$ cat src/fdc_pkg.sv
package fdc_pkg;

// ====================
// sizes and limits
localparam int BYTE_W     = 8;
localparam int NUM_DRIVES = 2;
localparam int MAX_CYL    = 80;  // seek targets must stay below this
localparam int FIFO_DEPTH = 8;   // result entries, also the initial credit
localparam int SRT_W      = 4;
localparam int STEP_SLOTS = 16;  // step period is STEP_SLOTS - srt in ms

localparam int DRV_W = $clog2(NUM_DRIVES);
localparam int PTR_W = $clog2(FIFO_DEPTH);
localparam int CRD_W = $clog2(FIFO_DEPTH + 1);
localparam int CMD_W = 5;

// ====================
// command codes, low five bits of the first byte
localparam logic [CMD_W-1:0] CMD_SPECIFY     = 5'd3;
localparam logic [CMD_W-1:0] CMD_SENSE_DRIVE = 5'd4;
localparam logic [CMD_W-1:0] CMD_RECAL       = 5'd7;
localparam logic [CMD_W-1:0] CMD_SENSE_INT   = 5'd8;
localparam logic [CMD_W-1:0] CMD_SEEK        = 5'd15;

// main status register, bits 0/1 carry the per-drive seek flags
localparam int MSR_BUSY = 4;
localparam int MSR_DIO  = 6;
localparam int MSR_RQM  = 7;

// ST3 fields of SENSE DRIVE STATUS
localparam int ST3_WP       = 6;
localparam int ST3_READY    = 5;
localparam int ST3_TRACK0   = 4;
localparam int ST3_TWO_SIDE = 3;
localparam int ST3_HEAD     = 2;
localparam int HEAD_BIT     = 2;  // head select in the drive parameter byte

localparam logic [BYTE_W-1:0] ST0_SEEK_END  = 8'h20;
localparam logic [BYTE_W-1:0] ST0_SEEK_FAIL = 8'hE8;
localparam logic [BYTE_W-1:0] ST0_INVALID   = 8'h80;

// ====================
typedef logic [BYTE_W-1:0] fdc_byte_t;

typedef struct packed {
	logic      valid;  // one cycle per data register write
	fdc_byte_t data;
} host_wr_t;

typedef struct packed {
	logic             valid;
	logic [DRV_W-1:0] drive;
	logic             recal;  // target forced to track 0
	fdc_byte_t        cyl;
} seek_req_t;

typedef struct packed {
	fdc_byte_t pcn;        // present cylinder
	logic      seeking;
	logic      int_pend;
	logic      at_target;  // pcn equals ncn
	logic      ready;
} drive_stat_t;

typedef struct packed {
	logic      valid;
	fdc_byte_t data;
} result_t;

endpackage

$ cat src/fdc_host_port.sv
`timescale 1ns/1ps

module fdc_host_port
	import fdc_pkg::*;
(
	input  logic                  i_clk_sys,
	input  logic                  i_reset,
	input  logic                  i_a0,
	input  logic                  i_rd_n,
	input  logic                  i_wr_n,
	input  fdc_byte_t             i_din,
	output fdc_byte_t             o_dout,
	output host_wr_t              o_host_wr,
	output logic                  o_rd_pulse,
	input  fdc_byte_t             i_fifo_head,
	input  logic                  i_fifo_not_empty,
	input  logic                  i_busy,
	input  logic [NUM_DRIVES-1:0] i_seeking
);

// sampled bus
logic      rd_q, wr_q;
logic      rd_d, wr_d;  // previous sample for edge detection
logic      a0_q;
fdc_byte_t din_q;

logic      rd_edge, wr_edge;
fdc_byte_t msr;

// a strobe counts only while the other one is idle
assign rd_edge = rd_q & ~rd_d;
assign wr_edge = wr_q & ~wr_d;

// ====================
// main status register
always_comb begin
	msr                      = '0;
	msr[NUM_DRIVES-1:0]      = i_seeking;
	msr[MSR_BUSY]            = i_busy;
	msr[MSR_DIO]             = i_fifo_not_empty;       // result byte waiting
	msr[MSR_RQM]             = i_fifo_not_empty | ~i_busy;
end

always_ff @(posedge i_clk_sys) begin
	if (i_reset) begin
		rd_q            <= 1'b0;
		wr_q            <= 1'b0;
		rd_d            <= 1'b0;
		wr_d            <= 1'b0;
		o_host_wr.valid <= 1'b0;
		o_rd_pulse      <= 1'b0;
	end else begin
		rd_q  <= ~i_rd_n & i_wr_n;
		wr_q  <= ~i_wr_n & i_rd_n;
		rd_d  <= rd_q;
		wr_d  <= wr_q;
		a0_q  <= i_a0;
		din_q <= i_din;

		// write to the data register goes to the sequencer
		o_host_wr.valid <= wr_edge & a0_q;
		o_host_wr.data  <= din_q;

		o_rd_pulse <= rd_edge & a0_q;  // pops the FIFO head

		if (rd_edge) begin
			if (!a0_q)
				o_dout <= msr;
			else if (i_fifo_not_empty)
				o_dout <= i_fifo_head;
			else
				o_dout <= '1;  // nothing queued
		end
	end
end

endmodule

$ cat src/fdc_result_fifo.sv
`timescale 1ns/1ps

module fdc_result_fifo
	import fdc_pkg::*;
(
	input  logic      i_clk_sys,
	input  logic      i_reset,
	input  result_t   i_push,
	input  logic      i_pop,
	output fdc_byte_t o_head,
	output logic      o_not_empty,
	output logic      o_credit
);

typedef logic [PTR_W:0] cnt_t;

fdc_byte_t        mem [FIFO_DEPTH];
logic [PTR_W-1:0] wr_ptr, rd_ptr;  // depth is a power of two, pointers wrap
cnt_t             count;
logic             full;
logic             pop_ok;

assign full        = count == cnt_t'(FIFO_DEPTH);
assign o_not_empty = count != '0;
assign pop_ok      = i_pop && o_not_empty;  // read of an empty FIFO is dropped
assign o_head      = mem[rd_ptr];

always_ff @(posedge i_clk_sys) begin
	if (i_push.valid)
		mem[wr_ptr] <= i_push.data;
end

always_ff @(posedge i_clk_sys) begin
	if (i_reset) begin
		wr_ptr   <= '0;
		rd_ptr   <= '0;
		count    <= '0;
		o_credit <= 1'b0;
	end else begin
		if (i_push.valid)
			wr_ptr <= wr_ptr + 1'b1;
		if (pop_ok)
			rd_ptr <= rd_ptr + 1'b1;
		count    <= count + cnt_t'(i_push.valid) - cnt_t'(pop_ok);
		o_credit <= pop_ok;  // one credit back per byte gone
	end
end

// the sequencer's credit count keeps pushes within the depth
a_no_overflow: assert property (@(posedge i_clk_sys) disable iff (i_reset)
	i_push.valid |-> !full);

endmodule

$ cat src/fdc_seek_unit.sv
`timescale 1ns/1ps

module fdc_seek_unit
	import fdc_pkg::*;
#(
	parameter int CYCLES_PER_MS = 4000
) (
	input  logic                         i_clk_sys,
	input  logic                         i_reset,
	input  seek_req_t                    i_seek_req,
	input  logic [NUM_DRIVES-1:0]        i_int_clear,
	input  logic [SRT_W-1:0]             i_srt,
	input  logic [NUM_DRIVES-1:0]        i_ready,
	output drive_stat_t [NUM_DRIVES-1:0] o_drive_stat
);

typedef logic [$clog2(CYCLES_PER_MS)-1:0] ms_cnt_t;
typedef logic [SRT_W:0] slot_t;

ms_cnt_t ms_cnt;
slot_t   slot_cnt;
slot_t   slot_reload;
logic    ms_tick;
logic    step_tick;

fdc_byte_t             pcn [NUM_DRIVES];
fdc_byte_t             ncn [NUM_DRIVES];
logic [NUM_DRIVES-1:0] seeking;
logic [NUM_DRIVES-1:0] int_pend;

fdc_byte_t seek_tgt;
logic      seek_ok;

// ====================
// shared step timer
assign ms_tick     = ms_cnt == ms_cnt_t'(CYCLES_PER_MS - 1);
assign slot_reload = slot_t'(STEP_SLOTS) - {1'b0, i_srt};
assign step_tick   = ms_tick && slot_cnt <= slot_t'(1);

always_ff @(posedge i_clk_sys) begin
	if (i_reset) begin
		ms_cnt   <= '0;
		slot_cnt <= slot_t'(STEP_SLOTS);
	end else begin
		ms_cnt <= ms_tick ? '0 : ms_cnt + 1'b1;
		if (ms_tick)
			slot_cnt <= (slot_cnt <= slot_t'(1)) ? slot_reload : slot_cnt - 1'b1;
	end
end

// recalibrate always heads for track 0
assign seek_tgt = i_seek_req.recal ? '0 : i_seek_req.cyl;
assign seek_ok  = (seek_tgt == '0) ||
                  (seek_tgt < BYTE_W'(MAX_CYL) && i_ready[i_seek_req.drive]);

// ====================
// per-drive head position
always_ff @(posedge i_clk_sys) begin
	if (i_reset) begin
		seeking  <= '0;
		int_pend <= '0;
		for (int i = 0; i < NUM_DRIVES; i++) begin
			pcn[i] <= '0;
			ncn[i] <= '0;
		end
	end else begin
		for (int i = 0; i < NUM_DRIVES; i++) begin
			if (i_int_clear[i])
				int_pend[i] <= 1'b0;

			if (seeking[i]) begin
				if (pcn[i] == ncn[i]) begin  // arrived
					seeking[i]  <= 1'b0;
					int_pend[i] <= 1'b1;
				end else if (step_tick) begin
					pcn[i] <= (pcn[i] > ncn[i]) ? pcn[i] - 1'b1 : pcn[i] + 1'b1;
				end
			end

			if (i_seek_req.valid && i_seek_req.drive == DRV_W'(i)) begin
				ncn[i]      <= seek_tgt;
				seeking[i]  <= seek_ok;
				int_pend[i] <= ~seek_ok;  // rejected seek ends at once
			end
		end
	end
end

for (genvar g = 0; g < NUM_DRIVES; g++) begin : g_drive
	assign o_drive_stat[g].pcn       = pcn[g];
	assign o_drive_stat[g].seeking   = seeking[g];
	assign o_drive_stat[g].int_pend  = int_pend[g];
	assign o_drive_stat[g].at_target = pcn[g] == ncn[g];
	assign o_drive_stat[g].ready     = i_ready[g];

	// head never runs past the last accepted cylinder
	a_pcn_limit: assert property (@(posedge i_clk_sys) disable iff (i_reset)
		pcn[g] <= BYTE_W'(MAX_CYL));
end

endmodule

$ cat src/fdc_sequencer.sv
`timescale 1ns/1ps

module fdc_sequencer
	import fdc_pkg::*;
(
	input  logic                         i_clk_sys,
	input  logic                         i_reset,
	input  host_wr_t                     i_host_wr,
	output seek_req_t                    o_seek_req,
	output logic [NUM_DRIVES-1:0]        o_int_clear,
	output logic [SRT_W-1:0]             o_srt,
	input  drive_stat_t [NUM_DRIVES-1:0] i_drive_stat,
	input  logic                         i_wp,
	input  logic [NUM_DRIVES-1:0]        i_two_sided,
	output result_t                      o_result,
	input  logic                         i_credit,
	output logic                         o_busy
);

typedef enum logic [1:0] {
	ST_IDLE,
	ST_PARAM,
	ST_RESULT
} state_t;

state_t           state;
logic [CMD_W-1:0] cmd_q;
logic [1:0]       param_left;
fdc_byte_t        param0;     // first of two parameter bytes
logic [CRD_W-1:0] credit;
fdc_byte_t        res0_q, res1_q;
logic             res_two;    // result phase has two bytes
logic             res_idx;

logic [CMD_W-1:0] cmd_now;
logic [1:0]       n_param;
logic             last_byte;
logic             has_result;
logic [DRV_W-1:0] drv;
logic [DRV_W-1:0] int_drv;
logic             int_any;
fdc_byte_t        st0_int;
fdc_byte_t        drv_st3;
fdc_byte_t        res0_now;
logic [CRD_W-1:0] res_need;
logic             push;

// the command byte itself is decoded before it is latched
assign cmd_now   = (state == ST_IDLE) ? i_host_wr.data[CMD_W-1:0] : cmd_q;
assign last_byte = i_host_wr.valid &&
                   ((state == ST_IDLE && n_param == 2'd0) ||
                    (state == ST_PARAM && param_left == 2'd1));
assign drv       = i_host_wr.data[DRV_W-1:0];

// ====================
// result bytes
always_comb begin
	int_any = 1'b0;
	int_drv = '0;
	for (int i = NUM_DRIVES - 1; i >= 0; i--) begin
		if (i_drive_stat[i].int_pend) begin  // lowest pending drive wins
			int_any = 1'b1;
			int_drv = DRV_W'(i);
		end
	end
end

always_comb begin
	st0_int = (i_drive_stat[int_drv].at_target && i_drive_stat[int_drv].ready) ?
	          ST0_SEEK_END : ST0_SEEK_FAIL;
	st0_int[DRV_W-1:0] = int_drv;
end

always_comb begin
	drv_st3                = '0;
	drv_st3[ST3_WP]        = i_wp & i_drive_stat[drv].ready;
	drv_st3[ST3_READY]     = i_drive_stat[drv].ready;
	drv_st3[ST3_TRACK0]    = i_drive_stat[drv].pcn == '0;
	drv_st3[ST3_TWO_SIDE]  = i_two_sided[drv];
	drv_st3[ST3_HEAD]      = i_host_wr.data[HEAD_BIT];
	drv_st3[DRV_W-1:0]     = drv;
end

always_comb begin
	n_param    = 2'd0;
	has_result = 1'b1;
	res0_now   = ST0_INVALID;  // also the unknown-command answer
	case (cmd_now)
		CMD_SPECIFY: begin
			n_param    = 2'd2;
			has_result = 1'b0;
		end
		CMD_SEEK: begin
			n_param    = 2'd2;
			has_result = 1'b0;
		end
		CMD_RECAL: begin
			n_param    = 2'd1;
			has_result = 1'b0;
		end
		CMD_SENSE_DRIVE: begin
			n_param  = 2'd1;
			res0_now = drv_st3;
		end
		CMD_SENSE_INT: begin
			if (int_any)
				res0_now = st0_int;
		end
		default: ;
	endcase
end

// a phase starts only when every one of its bytes has a credit
assign res_need = res_two ? CRD_W'(2) : CRD_W'(1);
assign push     = (state == ST_RESULT) && (res_idx || credit >= res_need);
assign o_busy   = (state == ST_RESULT);  // no byte accepted here

// ====================
always_ff @(posedge i_clk_sys) begin
	if (i_reset) begin
		state            <= ST_IDLE;
		cmd_q            <= '0;
		param_left       <= '0;
		res_two          <= 1'b0;
		res_idx          <= 1'b0;
		credit           <= CRD_W'(FIFO_DEPTH);
		o_srt            <= '0;
		o_int_clear      <= '0;
		o_seek_req.valid <= 1'b0;
		o_result.valid   <= 1'b0;
	end else begin
		o_seek_req.valid <= 1'b0;
		o_int_clear      <= '0;
		o_result.valid   <= push;
		o_result.data    <= res_idx ? res1_q : res0_q;
		credit           <= credit + CRD_W'(i_credit) - CRD_W'(push);

		case (state)
			ST_IDLE: begin
				if (i_host_wr.valid) begin
					cmd_q      <= cmd_now;
					param_left <= n_param;
					if (n_param != 2'd0)
						state <= ST_PARAM;
				end
			end
			ST_PARAM: begin
				if (i_host_wr.valid) begin
					param_left <= param_left - 2'd1;
					if (!last_byte)
						param0 <= i_host_wr.data;
				end
			end
			ST_RESULT: begin
				if (push) begin
					if (res_idx == res_two) begin
						res_idx <= 1'b0;
						state   <= ST_IDLE;
					end else begin
						res_idx <= 1'b1;
					end
				end
			end
			default: state <= ST_IDLE;
		endcase

		// command complete, act on it
		if (last_byte) begin
			state   <= has_result ? ST_RESULT : ST_IDLE;
			res0_q  <= res0_now;
			res1_q  <= i_drive_stat[int_drv].pcn;
			res_two <= (cmd_now == CMD_SENSE_INT) && int_any;

			if (cmd_now == CMD_SPECIFY)
				o_srt <= param0[BYTE_W-1 -: SRT_W];  // step rate in the upper nibble

			if (cmd_now == CMD_SEEK || cmd_now == CMD_RECAL)
				o_seek_req.valid <= 1'b1;
			o_seek_req.recal <= (cmd_now == CMD_RECAL);
			o_seek_req.drive <= (cmd_now == CMD_SEEK) ? param0[DRV_W-1:0] : drv;
			o_seek_req.cyl   <= (cmd_now == CMD_SEEK) ? i_host_wr.data : '0;

			if (cmd_now == CMD_SENSE_INT)
				o_int_clear[int_drv] <= int_any;
		end
	end
end

// credits come back only for bytes that were pushed
a_credit_max: assert property (@(posedge i_clk_sys) disable iff (i_reset)
	credit <= CRD_W'(FIFO_DEPTH));

a_push_credit: assert property (@(posedge i_clk_sys) disable iff (i_reset)
	o_result.valid |-> $past(credit) != '0);

endmodule

$ cat src/fdc_top.sv
`timescale 1ns/1ps

module fdc_top
	import fdc_pkg::*;
#(
	parameter int CYCLES_PER_MS = 4000
) (
	input  logic                  i_clk_sys,
	input  logic                  i_reset,
	input  logic                  i_a0,
	input  logic                  i_rd_n,
	input  logic                  i_wr_n,
	input  fdc_byte_t             i_din,
	output fdc_byte_t             o_dout,
	input  logic [NUM_DRIVES-1:0] i_ready,
	input  logic                  i_wp,
	input  logic [NUM_DRIVES-1:0] i_two_sided
);

host_wr_t                     host_wr;
logic                         rd_pulse;
fdc_byte_t                    fifo_head;
logic                         fifo_not_empty;
logic                         busy;
seek_req_t                    seek_req;
logic [NUM_DRIVES-1:0]        int_clear;
logic [SRT_W-1:0]             srt;
drive_stat_t [NUM_DRIVES-1:0] drive_stat;
logic [NUM_DRIVES-1:0]        seeking;
result_t                      result;
logic                         credit;

for (genvar g = 0; g < NUM_DRIVES; g++) begin : g_seek_bits
	assign seeking[g] = drive_stat[g].seeking;
end

fdc_host_port u_host_port (
	.i_clk_sys        (i_clk_sys),
	.i_reset          (i_reset),
	.i_a0             (i_a0),
	.i_rd_n           (i_rd_n),
	.i_wr_n           (i_wr_n),
	.i_din            (i_din),
	.o_dout           (o_dout),
	.o_host_wr        (host_wr),
	.o_rd_pulse       (rd_pulse),
	.i_fifo_head      (fifo_head),
	.i_fifo_not_empty (fifo_not_empty),
	.i_busy           (busy),
	.i_seeking        (seeking)
);

// drive ready reaches the sequencer through the drive status
fdc_sequencer u_sequencer (
	.i_clk_sys    (i_clk_sys),
	.i_reset      (i_reset),
	.i_host_wr    (host_wr),
	.o_seek_req   (seek_req),
	.o_int_clear  (int_clear),
	.o_srt        (srt),
	.i_drive_stat (drive_stat),
	.i_wp         (i_wp),
	.i_two_sided  (i_two_sided),
	.o_result     (result),
	.i_credit     (credit),
	.o_busy       (busy)
);

fdc_seek_unit #(
	.CYCLES_PER_MS (CYCLES_PER_MS)
) u_seek_unit (
	.i_clk_sys    (i_clk_sys),
	.i_reset      (i_reset),
	.i_seek_req   (seek_req),
	.i_int_clear  (int_clear),
	.i_srt        (srt),
	.i_ready      (i_ready),
	.o_drive_stat (drive_stat)
);

fdc_result_fifo u_result_fifo (
	.i_clk_sys   (i_clk_sys),
	.i_reset     (i_reset),
	.i_push      (result),
	.i_pop       (rd_pulse),
	.o_head      (fifo_head),
	.o_not_empty (fifo_not_empty),
	.o_credit    (credit)
);

endmodule

$ cat config.mk
export PLATFORM = sky130hd
export DESIGN_NAME = fdc_top
export DESIGN_NICKNAME = d
export VERILOG_FILES = /design/src/fdc_pkg.sv /design/src/fdc_host_port.sv /design/src/fdc_result_fifo.sv /design/src/fdc_seek_unit.sv /design/src/fdc_sequencer.sv /design/src/fdc_top.sv
export SDC_FILE = /design/constraint.sdc
export NUM_CORES = 1
export LEC_CHECK = 0
export BUFFER_PORTS_ARGS = -buffer_cell sky130_fd_sc_hd__buf_4
export CAP_MARGIN = 40
export CORE_MARGIN = 2
export CORE_UTILIZATION = 35
export CTS_CLUSTER_SIZE = 24
export DETAILED_ROUTE_END_ITERATION = 6
export HOLD_SLACK_MARGIN = 0.15
export PLACE_DENSITY = 0.48
export SYNTH_ARGS = -nofsm -noshare
export SYNTH_HDL_FRONTEND = slang
export SYNTH_SLANG_ARGS = --single-unit
$ cat constraint.sdc
create_clock -name i_clk_sys -period 5.6 [get_ports i_clk_sys]
set_clock_uncertainty 0.1 [all_clocks]
set_input_delay 0.28 -clock i_clk_sys [delete_from_list [all_inputs] [get_ports i_clk_sys]]
set_output_delay 0.28 -clock i_clk_sys [all_outputs]
set_load 0.03 [all_outputs]
# Yosys cells after proc, flatten, opt, wreduce, memory -nomap -nowiden
# Memories as Yosys holds them, arrays and structs flattened. A register that Yosys moved wholly into a read port is not among the register bits.
# Cells that the tools add are included.
[totals]
reg_bits = 128
mem_bits_rw = 96
in_bits = 18
out_inout_bits = 8
elab_cells = 219
n_memories = 3
[classes]
n_addsub = 14
order_cmp = 9
eq_ne = 19
n_mux = 78
bitwise_logic = 23
reduce_logical = 37
[mem_list]
columns = ["name", "words", "word_bits", "read_ports", "rd_clocked_by_memory_dff", "wr", "line_no", "source"]
rows = [
  ["u_result_fifo.mem", 8, 8, 1, 1, 1, "fdc_result_fifo.sv:17", "fdc_byte_t mem [FIFO_DEPTH];"],
  ["u_seek_unit.ncn", 2, 8, 2, 0, 2, "fdc_seek_unit.sv:27", "fdc_byte_t ncn [NUM_DRIVES];"],
  ["u_seek_unit.pcn", 2, 8, 2, 0, 2, "fdc_seek_unit.sv:26", "fdc_byte_t pcn [NUM_DRIVES];"],
]
[ops]
columns = ["operator", "n"]
rows = [
  ["$mux W8", 12],
  ["$mux W12", 4],
  ["$mux W1", 44],
  ["$mux W2", 9],
  ["$add A8 B1 Y8 const B", 2],
  ["$eq A8 B8 Y1", 2],
  ["$gt A8 B8 Y1", 2],
  ["$logic_not A8 Y1", 2],
  ["$pmux W8 S2", 1],
  ["$sub A8 B1 Y8 const B", 2],
  ["$add A12 B1 Y12 const B", 1],
  ["$eq A12 B12 Y1 const B", 1],
  ["$logic_and A1 B1 Y1", 12],
  ["$eq A5 B3 Y1 const B", 2],
  ["$eq A5 B4 Y1 const B", 2],
  ["$mux W5", 2],
  ["$not A1 Y1", 10],
  ["$reduce_and A2 Y1", 5],
  ["$add A4 B1 Y4", 2],
  ["$lt A8 B7 Y1 const B", 1],
  ["$pmux W2 S2", 2],
  ["$reduce_or A2 Y1", 4],
  ["$sub A4 B1 Y4", 2],
  ["$and A1 B1 Y1", 7],
  ["other kinds (29)", 47],
]

# Longest topological paths before layout
# Gate-level depths: netlist (run 1).
[depth]
word_depth = 11
depth_mapped = 14
mapped_depth_nobuf = 14

# By module
# Synthesis (run 1) repeated with hierarchy kept, for this count alone.
[hier_totals]
cells_unflattened = 780
hier_area_um2 = 10172.3
[by_module_without_submodules]
columns = ["module", "n_inst", "cells_per_inst", "area_per_inst_um2", "seq_area_each_um2"]
rows = [
  ["fdc_seek_unit", 1, 320, 3169.3, 1381.3],
  ["fdc_result_fifo", 1, 171, 3141.8, 2202.1],
  ["fdc_sequencer", 1, 236, 2825.2, 1601.5],
  ["fdc_host_port", 1, 53, 1036.0, 870.8],
]

# Least setup slack after synthesis (run 1)
# No wires, ideal clock.
[synth_path]
kind = "register to register"
from = "mem u_seek_unit.pcn[0][12] in the netlist's numbering"
to = "mem u_seek_unit.pcn[0][14] in the netlist's numbering, data pin"
setup_time_ns = 0.261
arrival_time_ns = 2.810
required_ns = 5.239
path_slack_ns = 2.429
stages_incl_launch_ff = 14
n_path_buf = 0
synth_period_minus_slack_ns = 3.171
cell_sequence = "edfxtp_1 -> ha_1 -> a21oi_1 -> a21boi_0 -> o311ai_0 -> and2_1 -> inv_1 -> ha_1 -> nor2b_1 -> o21ai_0 -> a21oi_1 -> o21ai_0 -> nor3b_1 -> nor3_1"
[synth_rtl]
columns = ["element", "line_no"]
rows = [
  ["start: declaration", "fdc_seek_unit.sv:26"],
]

==> results of run 1 <==
==> logic make-up after synthesis <==
| family | after synthesis |
|---|---|
| and+or+nand+nor | 258 |
| DFF | 223 |
| AOI/OAI and AO/OA | 117 |
| buffers and inverters | 82 |
| adders and majority gates | 52 |
| muxes | 43 |
| xor gates and xnor gates | 22 |
==> critical path: stages (launching register included) <==
cell and delay [ns]:
edfxtp_1 0.44, ha_1 0.36, a21oi_1 0.18, a21boi_0 0.10, o311ai_0 0.57, and2_1 0.25, inv_1 0.13, ha_1 0.34
nor2b_1 0.16, o21ai_0 0.20, a21oi_1 0.12, o21ai_0 0.19, nor3b_1 0.20, nor3_1 0.06
==> cells in the final DEF (no fill, tap or decap), drive strengths merged, types with 5 or more instances in the layout <==
| master | n |
|---|---|
| xor2 | 13 |
| nand2b | 10 |
| mux4 | 16 |
| nand4 | 8 |
| clkbuf | 30 |
| inv | 61 |
| and3 | 7 |
| a21oi | 39 |
| o21ai | 33 |
| nor3 | 23 |
| nor2 | 76 |
| dlygate4sd3 | 18 |
| mux2i | 19 |
| and2 | 22 |
| mux2 | 8 |
| nor2b | 14 |
| nor3b | 6 |
| a21o | 9 |
| xnor2 | 9 |
| or4 | 5 |
| dfxtp | 64 |
| edfxtp | 159 |
| nand3 | 23 |
| nand2 | 54 |
| ha | 48 |
| clkinv | 11 |
| buf | 37 |
| a21boi | 10 |
==> layer usage <==
layer,up-vias,track usage (%)
met1,3000,17.83
met2,111,24.88
met4,0,4.677
li1,3001,-
met5,-,0
met3,35,2.129
==> report_power, final <==
part / switching [mW] / internal (mW) / leakage [nW]
logic: 0.0967 / 0.0741 / 1.79
registers: 0.0233 / 1.79 / 2.01
clock network: 0.640 / 1.00 / 0.409
total: 0.760 / 2.86 / 4.22
==> area by class of cell <==
type	count	area (um^2)	area share [%]
clock buffer	30	644.4	5.572
clock inverter	15	172.7	1.493
inverter	61	229.0	1.980
multi-input combinational	492	3523	30.47
sequential	223	6056	52.37
tap	378	473.0	4.090
timing repair buffer	55	465.4	4.025
==> registers in the layout, indices dropped and copies added, names as in the netlist, 4 cells and up, named ones only <==
name,count
u_result_fifo.mem,64
u_seek_unit.ncn,16
u_seek_unit.pcn,16
u_seek_unit.ms_cnt,12
u_sequencer.o_seek_req,11
u_host_port.o_host_wr,9
u_sequencer.o_result,9
u_host_port.din_q,8
u_host_port.o_dout,8
u_sequencer.res1_q,8
u_sequencer.res0_q,7
u_seek_unit.slot_cnt,5
u_sequencer.cmd_q,5
u_sequencer.param0,5
u_result_fifo.count,4
u_sequencer.credit,4
u_sequencer.o_srt,4
==> metrics by stage <==
step	cells	cell area [um^2]	hold WS, ns	setup slack (ns)
6_report	1254	11560	0.2120	1.926
5_1_grt	1254	11560	0.2773	1.551
4_1_cts	1254	11560	0.2005	1.944
3_5_place_dp	1191	10570	0.3045	1.957
3_3_place_gp	1184	10510	0.3009	2.154
2_1_floorplan	797	9903	0.2558	2.429
==> how the worst max path moves through the flow <==
stage | start | end
floorplan | u_seek_unit.pcn[0][12]$_SDFFCE_PN0P_ | u_seek_unit.pcn[0][14]$_SDFFCE_PN0P_
global placement | u_seek_unit.pcn[0][12]$_SDFFCE_PN0P_ | u_seek_unit.pcn[0][14]$_SDFFCE_PN0P_
detailed placement | u_seek_unit.pcn[0][12]$_SDFFCE_PN0P_ | u_seek_unit.pcn[0][14]$_SDFFCE_PN0P_
CTS | u_seek_unit.pcn[0][12]$_SDFFCE_PN0P_ | u_seek_unit.pcn[0][14]$_SDFFCE_PN0P_
global route | u_seek_unit.pcn[0][12]$_SDFFCE_PN0P_ | u_seek_unit.pcn[0][14]$_SDFFCE_PN0P_
finish | u_seek_unit.pcn[0][12]$_SDFFCE_PN0P_ | u_seek_unit.pcn[0][14]$_SDFFCE_PN0P_
==> results.toml, run 1 <==
[run_status]
outcome = "complete, no violations"

[routing]
drc_errors = 0
dr_total_vias = 6147
wl_met2_mm = 9.955
wl_per_cell_um = 16.30
drt_wl_total_mm = 20.44
drt_first_pass_iters = 5
m1WireLength_mm = 9.187
final_antenna_net_count = 0
met3_length_um = 748
viasPerCell = 4.902
drtIter0Drc = 334
highest_layer = "met4"

[min_path]
hold_end = "u_sequencer.res0_q[6]$_DFFE_PP_"
hp-class = "in2reg"
min_path_cells = 5
hold_start = "i_ready[1]"

[cts]
cts.sinks = 223
cts_buffer_depth = 3
cts_tree = "done"
cts_setup_buffers = 0
cts_buffers = 25
clk_pin_slew_worst_paths_ns = 0.06
cts-hold-fix-buffers = 18
htreeDepth = 1
cts_resized = 0
cts_root_buf = "clkbuf_16"
clk_latency_ns = 0.51

[floorplanning]
ios = 26
die_y_um = 172.2
die_width_um = 172.2
initial_core_util_pct = 35.55
fp-row-count = 61
dieArea_um2 = 29660
core_area_um2 = 27860

[worst_setup_path]
cp.required_ns = 5.74
r2r_slack_ns = 1.93
cp-end-kind = "flip-flop"
path_class = "reg2reg"
arrival_ns = 3.81
regToRegEndpoint = "u_seek_unit.pcn[0][14]$_SDFFCE_PN0P_"
r2r_start = "u_seek_unit.pcn[0][12]$_SDFFCE_PN0P_"
critPathMaxFanout = 6
start_kind = "flip-flop"
reg2reg_depth = 13

[grt]
grt_pass1_wl_mm = 32.73
grt_overflow = 0
grt_max_degree = 47
grtUsageTotal_pct = 14.14
grt_antenna_before_repair = 0
grt_pass1_vias = 6335

[pwr]
p_total_mw = 3.625
vdd_drop_max_mv = 0.2026
p_leak_nw = 4.217
p_per_area_nw_per_um2 = 313.5

[timing]
finalSetupViolCount = 0
final.setup.tns_ns = 0
rsz0062_at_grt = "no"
slew_viol_final = 0
relSlewSlack_pct = 42.35
layout_min_cycle_time_ns = 3.674
hold_viol = 0
max_clock_freq_mhz = 272.2
finalCritPeriodShare_pct = 65.61
worstMarginPinSlew_ns = 0.8616

[finish]
finish.utilization_pct = 41.51
final_layout_size_suffix_gt1_share_pct = 12.67
fin_nets = 928
antennaDiodeCount = 0
fillers = 2637
area_growth_pct = 16.77

[flow_run]
drv_cap = 0

[logic_synthesis]
ys_ff_latch = 223
synth_edf_count = 159
synth_compound_area_share_pct = 7.467
synth_nets = 867
synth_top_area_share_pct = 48.21
synth_area_um2 = 9903
yosysUniqueCellTypes = 59
avgSynthCellArea_um2 = 12.43
synth_top_family_by_area = "simple AND/OR/NAND/NOR gates"
synth_top_area_cell = "edfxtp_1"
yosys.area_share.adder_pct = 6.873
synthArstFlopShare_pct = 0
synthMostInstantiatedCell = "edfxtp_1"
yosysSeqAreaShare_pct = 61.15
synth-simple-area-share_pct = 12.72
synth_xor_area_share_pct = 1.946
synthMuxAreaShare_pct = 6.469
yosysWarnings = 0
synth_flop_cell = "edfxtp_1"
synthCells = 797
ys_top_cells_by_count = "159 x edfxtp_1, 75 x nor2_1, 64 x dfxtp_1, 60 x inv_1, 54 x nand2_1"
synth.area.top_cells = "edfxtp_1 48%, dfxtp_1 13%, ha_1 6.1%"

[place]
gp_congestion = 0.8134
place_hpwl_mm = 14.50
io_buffers = 25
(Power assumes the default switching activity.)
==> inputs of run 2 (changes only) <==
--- a/config.mk
+++ b/config.mk
@@ -12,7 +12,7 @@
 export CTS_CLUSTER_SIZE = 24
 export DETAILED_ROUTE_END_ITERATION = 6
 export HOLD_SLACK_MARGIN = 0.15
-export PLACE_DENSITY = 0.48
+export PLACE_DENSITY = 0.5
 export SYNTH_ARGS = -nofsm -noshare
 export SYNTH_HDL_FRONTEND = slang
 export SYNTH_SLANG_ARGS = --single-unit
==> constraint.sdc (replaced) <==
create_clock -name i_clk_sys -period 3 [get_ports i_clk_sys]
set_clock_uncertainty 0.1 [all_clocks]
set_input_delay 0.15 -clock i_clk_sys [delete_from_list [all_inputs] [get_ports i_clk_sys]]
set_output_delay 0.15 -clock i_clk_sys [all_outputs]
set_load 0.03 [all_outputs]
==> results.toml, run 2 (synthesis gave the netlist of run 1 again) <==
[timing]
slew_viol_final = 0
relSlewSlack_pct = 44.25
finalCritPeriodShare_pct = 99.16
finalSetupViolCount = 0
rsz0062_at_grt = "yes"
final.setup.tns_ns = 0
hold_viol = 0
worstMarginPinSlew_ns = 0.8345
max_clock_freq_mhz = 336.2
layout_min_cycle_time_ns = 2.975

[floorplanning]
dieArea_um2 = 29660
die_width_um = 172.2
initial_core_util_pct = 35.55
fp-row-count = 61
ios = 26
core_area_um2 = 27860
die_y_um = 172.2

[worst_setup_path]
critPathMaxFanout = 4
reg2reg_depth = 12
cpPeakStageDelay_ns = 0.41
r2r_slack_ns = 0.03
cpLargestDelayFamily = "compound AO/OA/AOI/OAI gates"
arrival_ns = 3.25
regToRegEndpoint = "u_seek_unit.pcn[0][7]$_SDFFCE_PN0P_"
cp-end-kind = "flip-flop"
critPathBufInv = 1
crit_top_cell = "a21o_1"
cp.required_ns = 3.27
cp_cell_sequence = "ha_1, nand4_1, a211o_1, and2_4, inv_4, ha_4, a21o_1, a211oi_2, nor2_2, o41a_1, a21o_1, a21oi_2"
r2r_start = "u_seek_unit.pcn[0][5]$_SDFFCE_PN0P_"
crit_end = "u_seek_unit.pcn[0][7]$_SDFFCE_PN0P_"
start_kind = "flip-flop"
cp_slowest_cell = "edfxtp_1"
path_class = "reg2reg"
startpoint = "u_seek_unit.pcn[0][5]$_SDFFCE_PN0P_"
cp.depth = 12

[finish]
area_growth_pct = 25.41
finish.utilization_pct = 44.58
most-common-layout-cells = "159 x edfxtp_1, 111 x buf_4, 72 x nor2_1, 64 x dfxtp_1, 57 x inv_1"
final_layout_size_suffix_gt1_share_pct = 23.34
antennaDiodeCount = 0
fillers = 2585
fin_nets = 1005
regMostFlops = "u_result_fifo.mem"
final_cells = 1329
final_common_cell = "edfxtp_1"
largest_register_ffs = 64
final_area_um2 = 12420
reg_top3 = "u_result_fifo.mem x64, u_seek_unit.ncn x16, u_seek_unit.pcn x16"

[grt]
grt_overflow = 0
grt_max_degree = 30
grtUsageTotal_pct = 14.39
use_met2_pct = 23.89
use_met1_pct = 19.72
grt_pass1_wl_mm = 33.29
grt_antenna_before_repair = 0
grt_use_met3_pct = 2.449
grt_pass1_vias = 6173
grt.busiest_layer = "met2"

[routing]
viasPerCell = 4.734
drt_wl_total_mm = 21.00
drc_errors = 0
wl_per_cell_um = 15.80
final_antenna_net_count = 0
dr_total_vias = 6292
drt_first_pass_iters = 4
drtIter0Drc = 323

[cts]
clk_pin_slew_worst_paths_ns = 0.06
htreeDepth = 1
cts.sinks = 223
cts_buffer_depth = 3
cts_root_buf = "clkbuf_16"
cts_buffers = 25
clk_latency_ns = 0.52
cts_tree = "done"

[place]
dp.cells = 1242
gp_congestion = 0.7928
place_hpwl_mm = 14.27
placed_cell_area_um2 = 10940
io_buffers = 25

[pwr]
p_leak_nw = 4.601
p_per_area_nw_per_um2 = 559.8
vdd_drop_max_mv = 0.3622

[flow_run]
drv_cap = 0

[min_path]
hp-class = "in2reg"

[run_status]
outcome = "complete, no violations"
==> run 2: through the flow <==
step	total power [mW]	worst slack, ns	hold slack (ns)
5_1_grt	7.210	-0.09059	0.2355
6_report	6.952	0.02526	0.2493
3_5_place_dp	3.800	-0.2738	0.2244
2_1_floorplan	3.651	-0.03080	0.1258
3_3_place_gp	3.797	-0.1478	0.2234
4_1_cts	6.993	-0.01801	0.2287
==> run 2: area by class of cell <==
class                   instances  area, um^2  share of cell area, %
flip-flops and latches        223        6056                  48.76
multi-input cells             492        3776                  30.41
clock inverters                11       155.1                  1.249
clock buffers                  32       681.9                  5.491
inverters                      61       234.0                  1.884
repair buffers                132        1044                  8.402
well taps                     378       473.0                  3.808
==> run 2: what timing repair did <==
item,4_1_cts,5_1_grt
pin swaps,18,18
hold buffers,21,0
hold endpoints to repair,31,0
buffers inserted,16,7
gates resized for setup,21,39
endpoints found under the setup margin,8,18
==> run 2: report_power, final <==
group / internal, mW / total, mW / leakage (nW) / switching (mW)
sequential: 3.34 / 3.38 / 2.01 / 0.0353
combinational: 0.227 / 0.455 / 2.18 / 0.228
clock: 1.93 / 3.12 / 0.412 / 1.19
total: 5.50 / 6.95 / 4.60 / 1.45
==> run 2: per-layer routing <==
layer / vias to the layer above / routed length (um)
li1: 3156 / -
met1: 3012 / 9706
met2: 91 / 9996
met3: 33 / 900
met4: 0 / 400
met5: - / 0
==> run 2: how the worst min path moves through the flow <==
| stage | slack, ns | from | depth (start not counted) | endpoint |
|---|---|---|---|---|
| 4_1_cts | 0.23 | i_din[6] | 2 | u_host_port.din_q[6]$_DFFE_PN_ |
| 5_1_grt | 0.24 | i_din[6] | 2 | u_host_port.din_q[6]$_DFFE_PN_ |
| 3_5_place_dp | 0.22 | i_rd_n | 2 | u_host_port.rd_q$_SDFF_PP0_ |
| 3_3_place_gp | 0.22 | i_rd_n | 2 | u_host_port.rd_q$_SDFF_PP0_ |
| 6_report | 0.25 | i_din[3] | 2 | u_host_port.din_q[3]$_DFFE_PN_ |
| 2_1_floorplan | 0.13 | i_rd_n | 1 | u_host_port.rd_q$_SDFF_PP0_ |
==> run 2: worst reg2reg max path: stages (launching register included) <==
cell and delay (ns):
edfxtp_1 0.41, ha_1 0.33, nand4_1 0.18, a211o_1 0.34
and2_4 0.18, inv_4 0.07, ha_4 0.19, a21o_1 0.17
a211oi_2 0.20, nor2_2 0.07, o41a_1 0.33, a21o_1 0.17
a21oi_2 0.10
==> inputs of run 3 (changes only) <==
--- a/config.mk
+++ b/config.mk
@@ -8,11 +8,11 @@
 export BUFFER_PORTS_ARGS = -buffer_cell sky130_fd_sc_hd__buf_4
 export CAP_MARGIN = 40
 export CORE_MARGIN = 2
-export CORE_UTILIZATION = 35
+export CORE_UTILIZATION = 51
 export CTS_CLUSTER_SIZE = 24
 export DETAILED_ROUTE_END_ITERATION = 6
 export HOLD_SLACK_MARGIN = 0.15
-export PLACE_DENSITY = 0.5
+export PLACE_DENSITY = 0.68
 export SYNTH_ARGS = -nofsm -noshare
 export SYNTH_HDL_FRONTEND = slang
 export SYNTH_SLANG_ARGS = --single-unit
==> results.toml, run 3 (synthesis gave the netlist of run 1 again) <==
[routing]
drt_first_pass_iters = 5
drt_wl_total_mm = 21.05
dr_total_vias = 6556
wl_per_cell_um = 17.33
drc_errors = 0
drtIter0Drc = 501
final_antenna_net_count = 0
viasPerCell = 5.396

[worst_setup_path]
cpPeakStageDelay_ns = 0.42
critPathMaxFanout = 2
arrival_ns = 3.24
start_kind = "flip-flop"
r2r_slack_ns = -0.07
cp_slowest_cell = "edfxtp_1"
cp.required_ns = 3.17
reg2reg_depth = 14
regToRegEndpoint = "u_seek_unit.pcn[0][6]$_SDFFCE_PN0P_"
r2r_start = "u_seek_unit.pcn[0][4]$_SDFFCE_PN0P_"
path_class = "reg2reg"
cp-end-kind = "flip-flop"
cp_cell_sequence = "ha_1, nand4_1, buf_4, nor2_2, a211o_1, and2_4, buf_4, fa_2, nor2b_2, o21ai_2, a21boi_2, o21ai_2, a21boi_2, nor3_2"

[pwr]
p_switching_mw = 1.468
p_total_mw = 6.711
vdd_drop_max_mv = 0.4423
p_per_area_nw_per_um2 = 542.6
seqPwrFrac_pct = 50.4
power_frac_clock_pct = 42.4
p_int_mw = 5.242
power_frac_comb_pct = 7.3
p_leak_nw = 4.609
swShare_pct = 21.88

[floorplanning]
fp-row-count = 50
core_area_um2 = 18890
ios = 26
initial_core_util_pct = 52.42
dieArea_um2 = 20550
die_width_um = 143.4
die_y_um = 143.4

[timing]
layout_min_cycle_time_ns = 3.070
final.setup.tns_ns = -0.1684
hold-worst-slack_ns = 0.2514
hold_viol = 0
worstMarginPinSlew_ns = 0.9049
relSlewSlack_pct = 39.45
finalSetupViolCount = 3
max_clock_freq_mhz = 325.7
setup_ws_ns = -0.07003
finalCritPeriodShare_pct = 102.3
slew_viol_final = 0
rsz0062_at_grt = "yes"

[min_path]
hold_start = "i_din[2]"
hp-class = "in2reg"
hold_end = "u_host_port.din_q[2]$_DFFE_PN_"
min_path_cells = 2

[run_status]
outcome = "complete, but fails checks"
violations = "negative setup slack"

[finish]
fin_nets = 1007
final_area_um2 = 12370
final_layout_size_suffix_gt1_share_pct = 24.29
final_cells = 1215
antennaDiodeCount = 0
final_common_cell = "edfxtp_1"
most-common-layout-cells = "159 x edfxtp_1, 110 x buf_4, 72 x nor2_1, 64 x dfxtp_1, 57 x inv_1"
regMostFlops = "u_result_fifo.mem"
largest_register_ffs = 64
finish.utilization_pct = 65.46
area_growth_pct = 24.89
reg_top3 = "u_result_fifo.mem x64, u_seek_unit.ncn x16, u_seek_unit.pcn x16"

[grt]
grt_overflow = 0
grt_antenna_before_repair = 0
grt_pass1_vias = 6604
grt_max_degree = 47
grtUsageTotal_pct = 20.46
grt_pass1_wl_mm = 32.90

[flow_run]
drv_cap = 0

[cts]
htreeDepth = 1
cts_root_buf = "clkbuf_16"
cts.sinks = 223
cts_tree = "done"
clk_latency_ns = 0.51
clk_pin_slew_worst_paths_ns = 0.06
cts_buffer_depth = 3
cts_buffers = 24

[place]
gp_congestion = 0.8922
io_buffers = 25
place_ws_ns = -0.2310
dp.cells = 1114
place_hpwl_mm = 13.66
placed_cell_area_um2 = 10720
-- run 3: final cells by class --
class	count	area (um^2)
repair buffers	135	1102
multi-input cells	492	3886
fillers	1377	6525
well taps	260	325.3
clock inverters	12	92.59
inverters	61	234.0
clock buffers	32	671.9
flip-flops and latches	223	6056
-- run 3: layer usage --
| layer | vias up | GRT usage, % | routed length (um) |
|---|---|---|---|
| li1 | 3164 | - | - |
| met1 | 3186 | 25.80 | 9136 |
| met2 | 163 | 36.46 | 10550 |
| met3 | 43 | 3.032 | 843 |
| met4 | 0 | 6.502 | 529 |
| met5 | - | 0 | 0 |
-- run 3: what timing repair did --
action,4_1_cts,5_1_grt
gates resized for setup,34,47
hold endpoints to repair,56,0
setup buffers,26,11
hold buffers,22,0
pin swaps,26,24
cloned,0,1
setup endpoints to repair,6,41
-- run 3: critical path, delay by kind of cell (launching register included) --
family | cells | cell delay (ns)
AOI/OAI and AO/OA | 5 | 0.82
buffers and inverters | 2 | 0.27
adders and majority gates | 2 | 0.66
DFF | 1 | 0.42
and+or+nand+nor | 5 | 0.55
-- run 3: power by group through the flow --
stage	Combinational [mW]	Clock, mW	Sequential (mW)
after floorplan	0.218	0	3.43
after global placement	0.332	0	3.44
after detailed placement	0.348	0	3.44
after CTS	0.418	2.88	3.38
after global routing	0.528	3.02	3.38
final	0.487	2.84	3.38
-- run 3: worst max-delay path by stage --
| stage | from | cells past startpoint | end | slack (ns) |
|---|---|---|---|---|
| after detailed placement | u_seek_unit.pcn[0][6]$_SDFFCE_PN0P_ | 12 | u_seek_unit.pcn[0][6]$_SDFFCE_PN0P_ | -0.23 |
| after global routing | u_seek_unit.pcn[0][4]$_SDFFCE_PN0P_ | 14 | u_seek_unit.pcn[0][6]$_SDFFCE_PN0P_ | -0.17 |
| final | u_seek_unit.pcn[0][4]$_SDFFCE_PN0P_ | 14 | u_seek_unit.pcn[0][6]$_SDFFCE_PN0P_ | -0.07 |
| after floorplan | u_seek_unit.pcn[0][12]$_SDFFCE_PN0P_ | 13 | u_seek_unit.pcn[0][14]$_SDFFCE_PN0P_ | -0.03 |
| after CTS | u_seek_unit.pcn[0][6]$_SDFFCE_PN0P_ | 13 | u_seek_unit.pcn[0][7]$_SDFFCE_PN0P_ | -0.03 |
| after global placement | u_seek_unit.pcn[0][12]$_SDFFCE_PN0P_ | 13 | u_seek_unit.pcn[0][14]$_SDFFCE_PN0P_ | -0.08 |
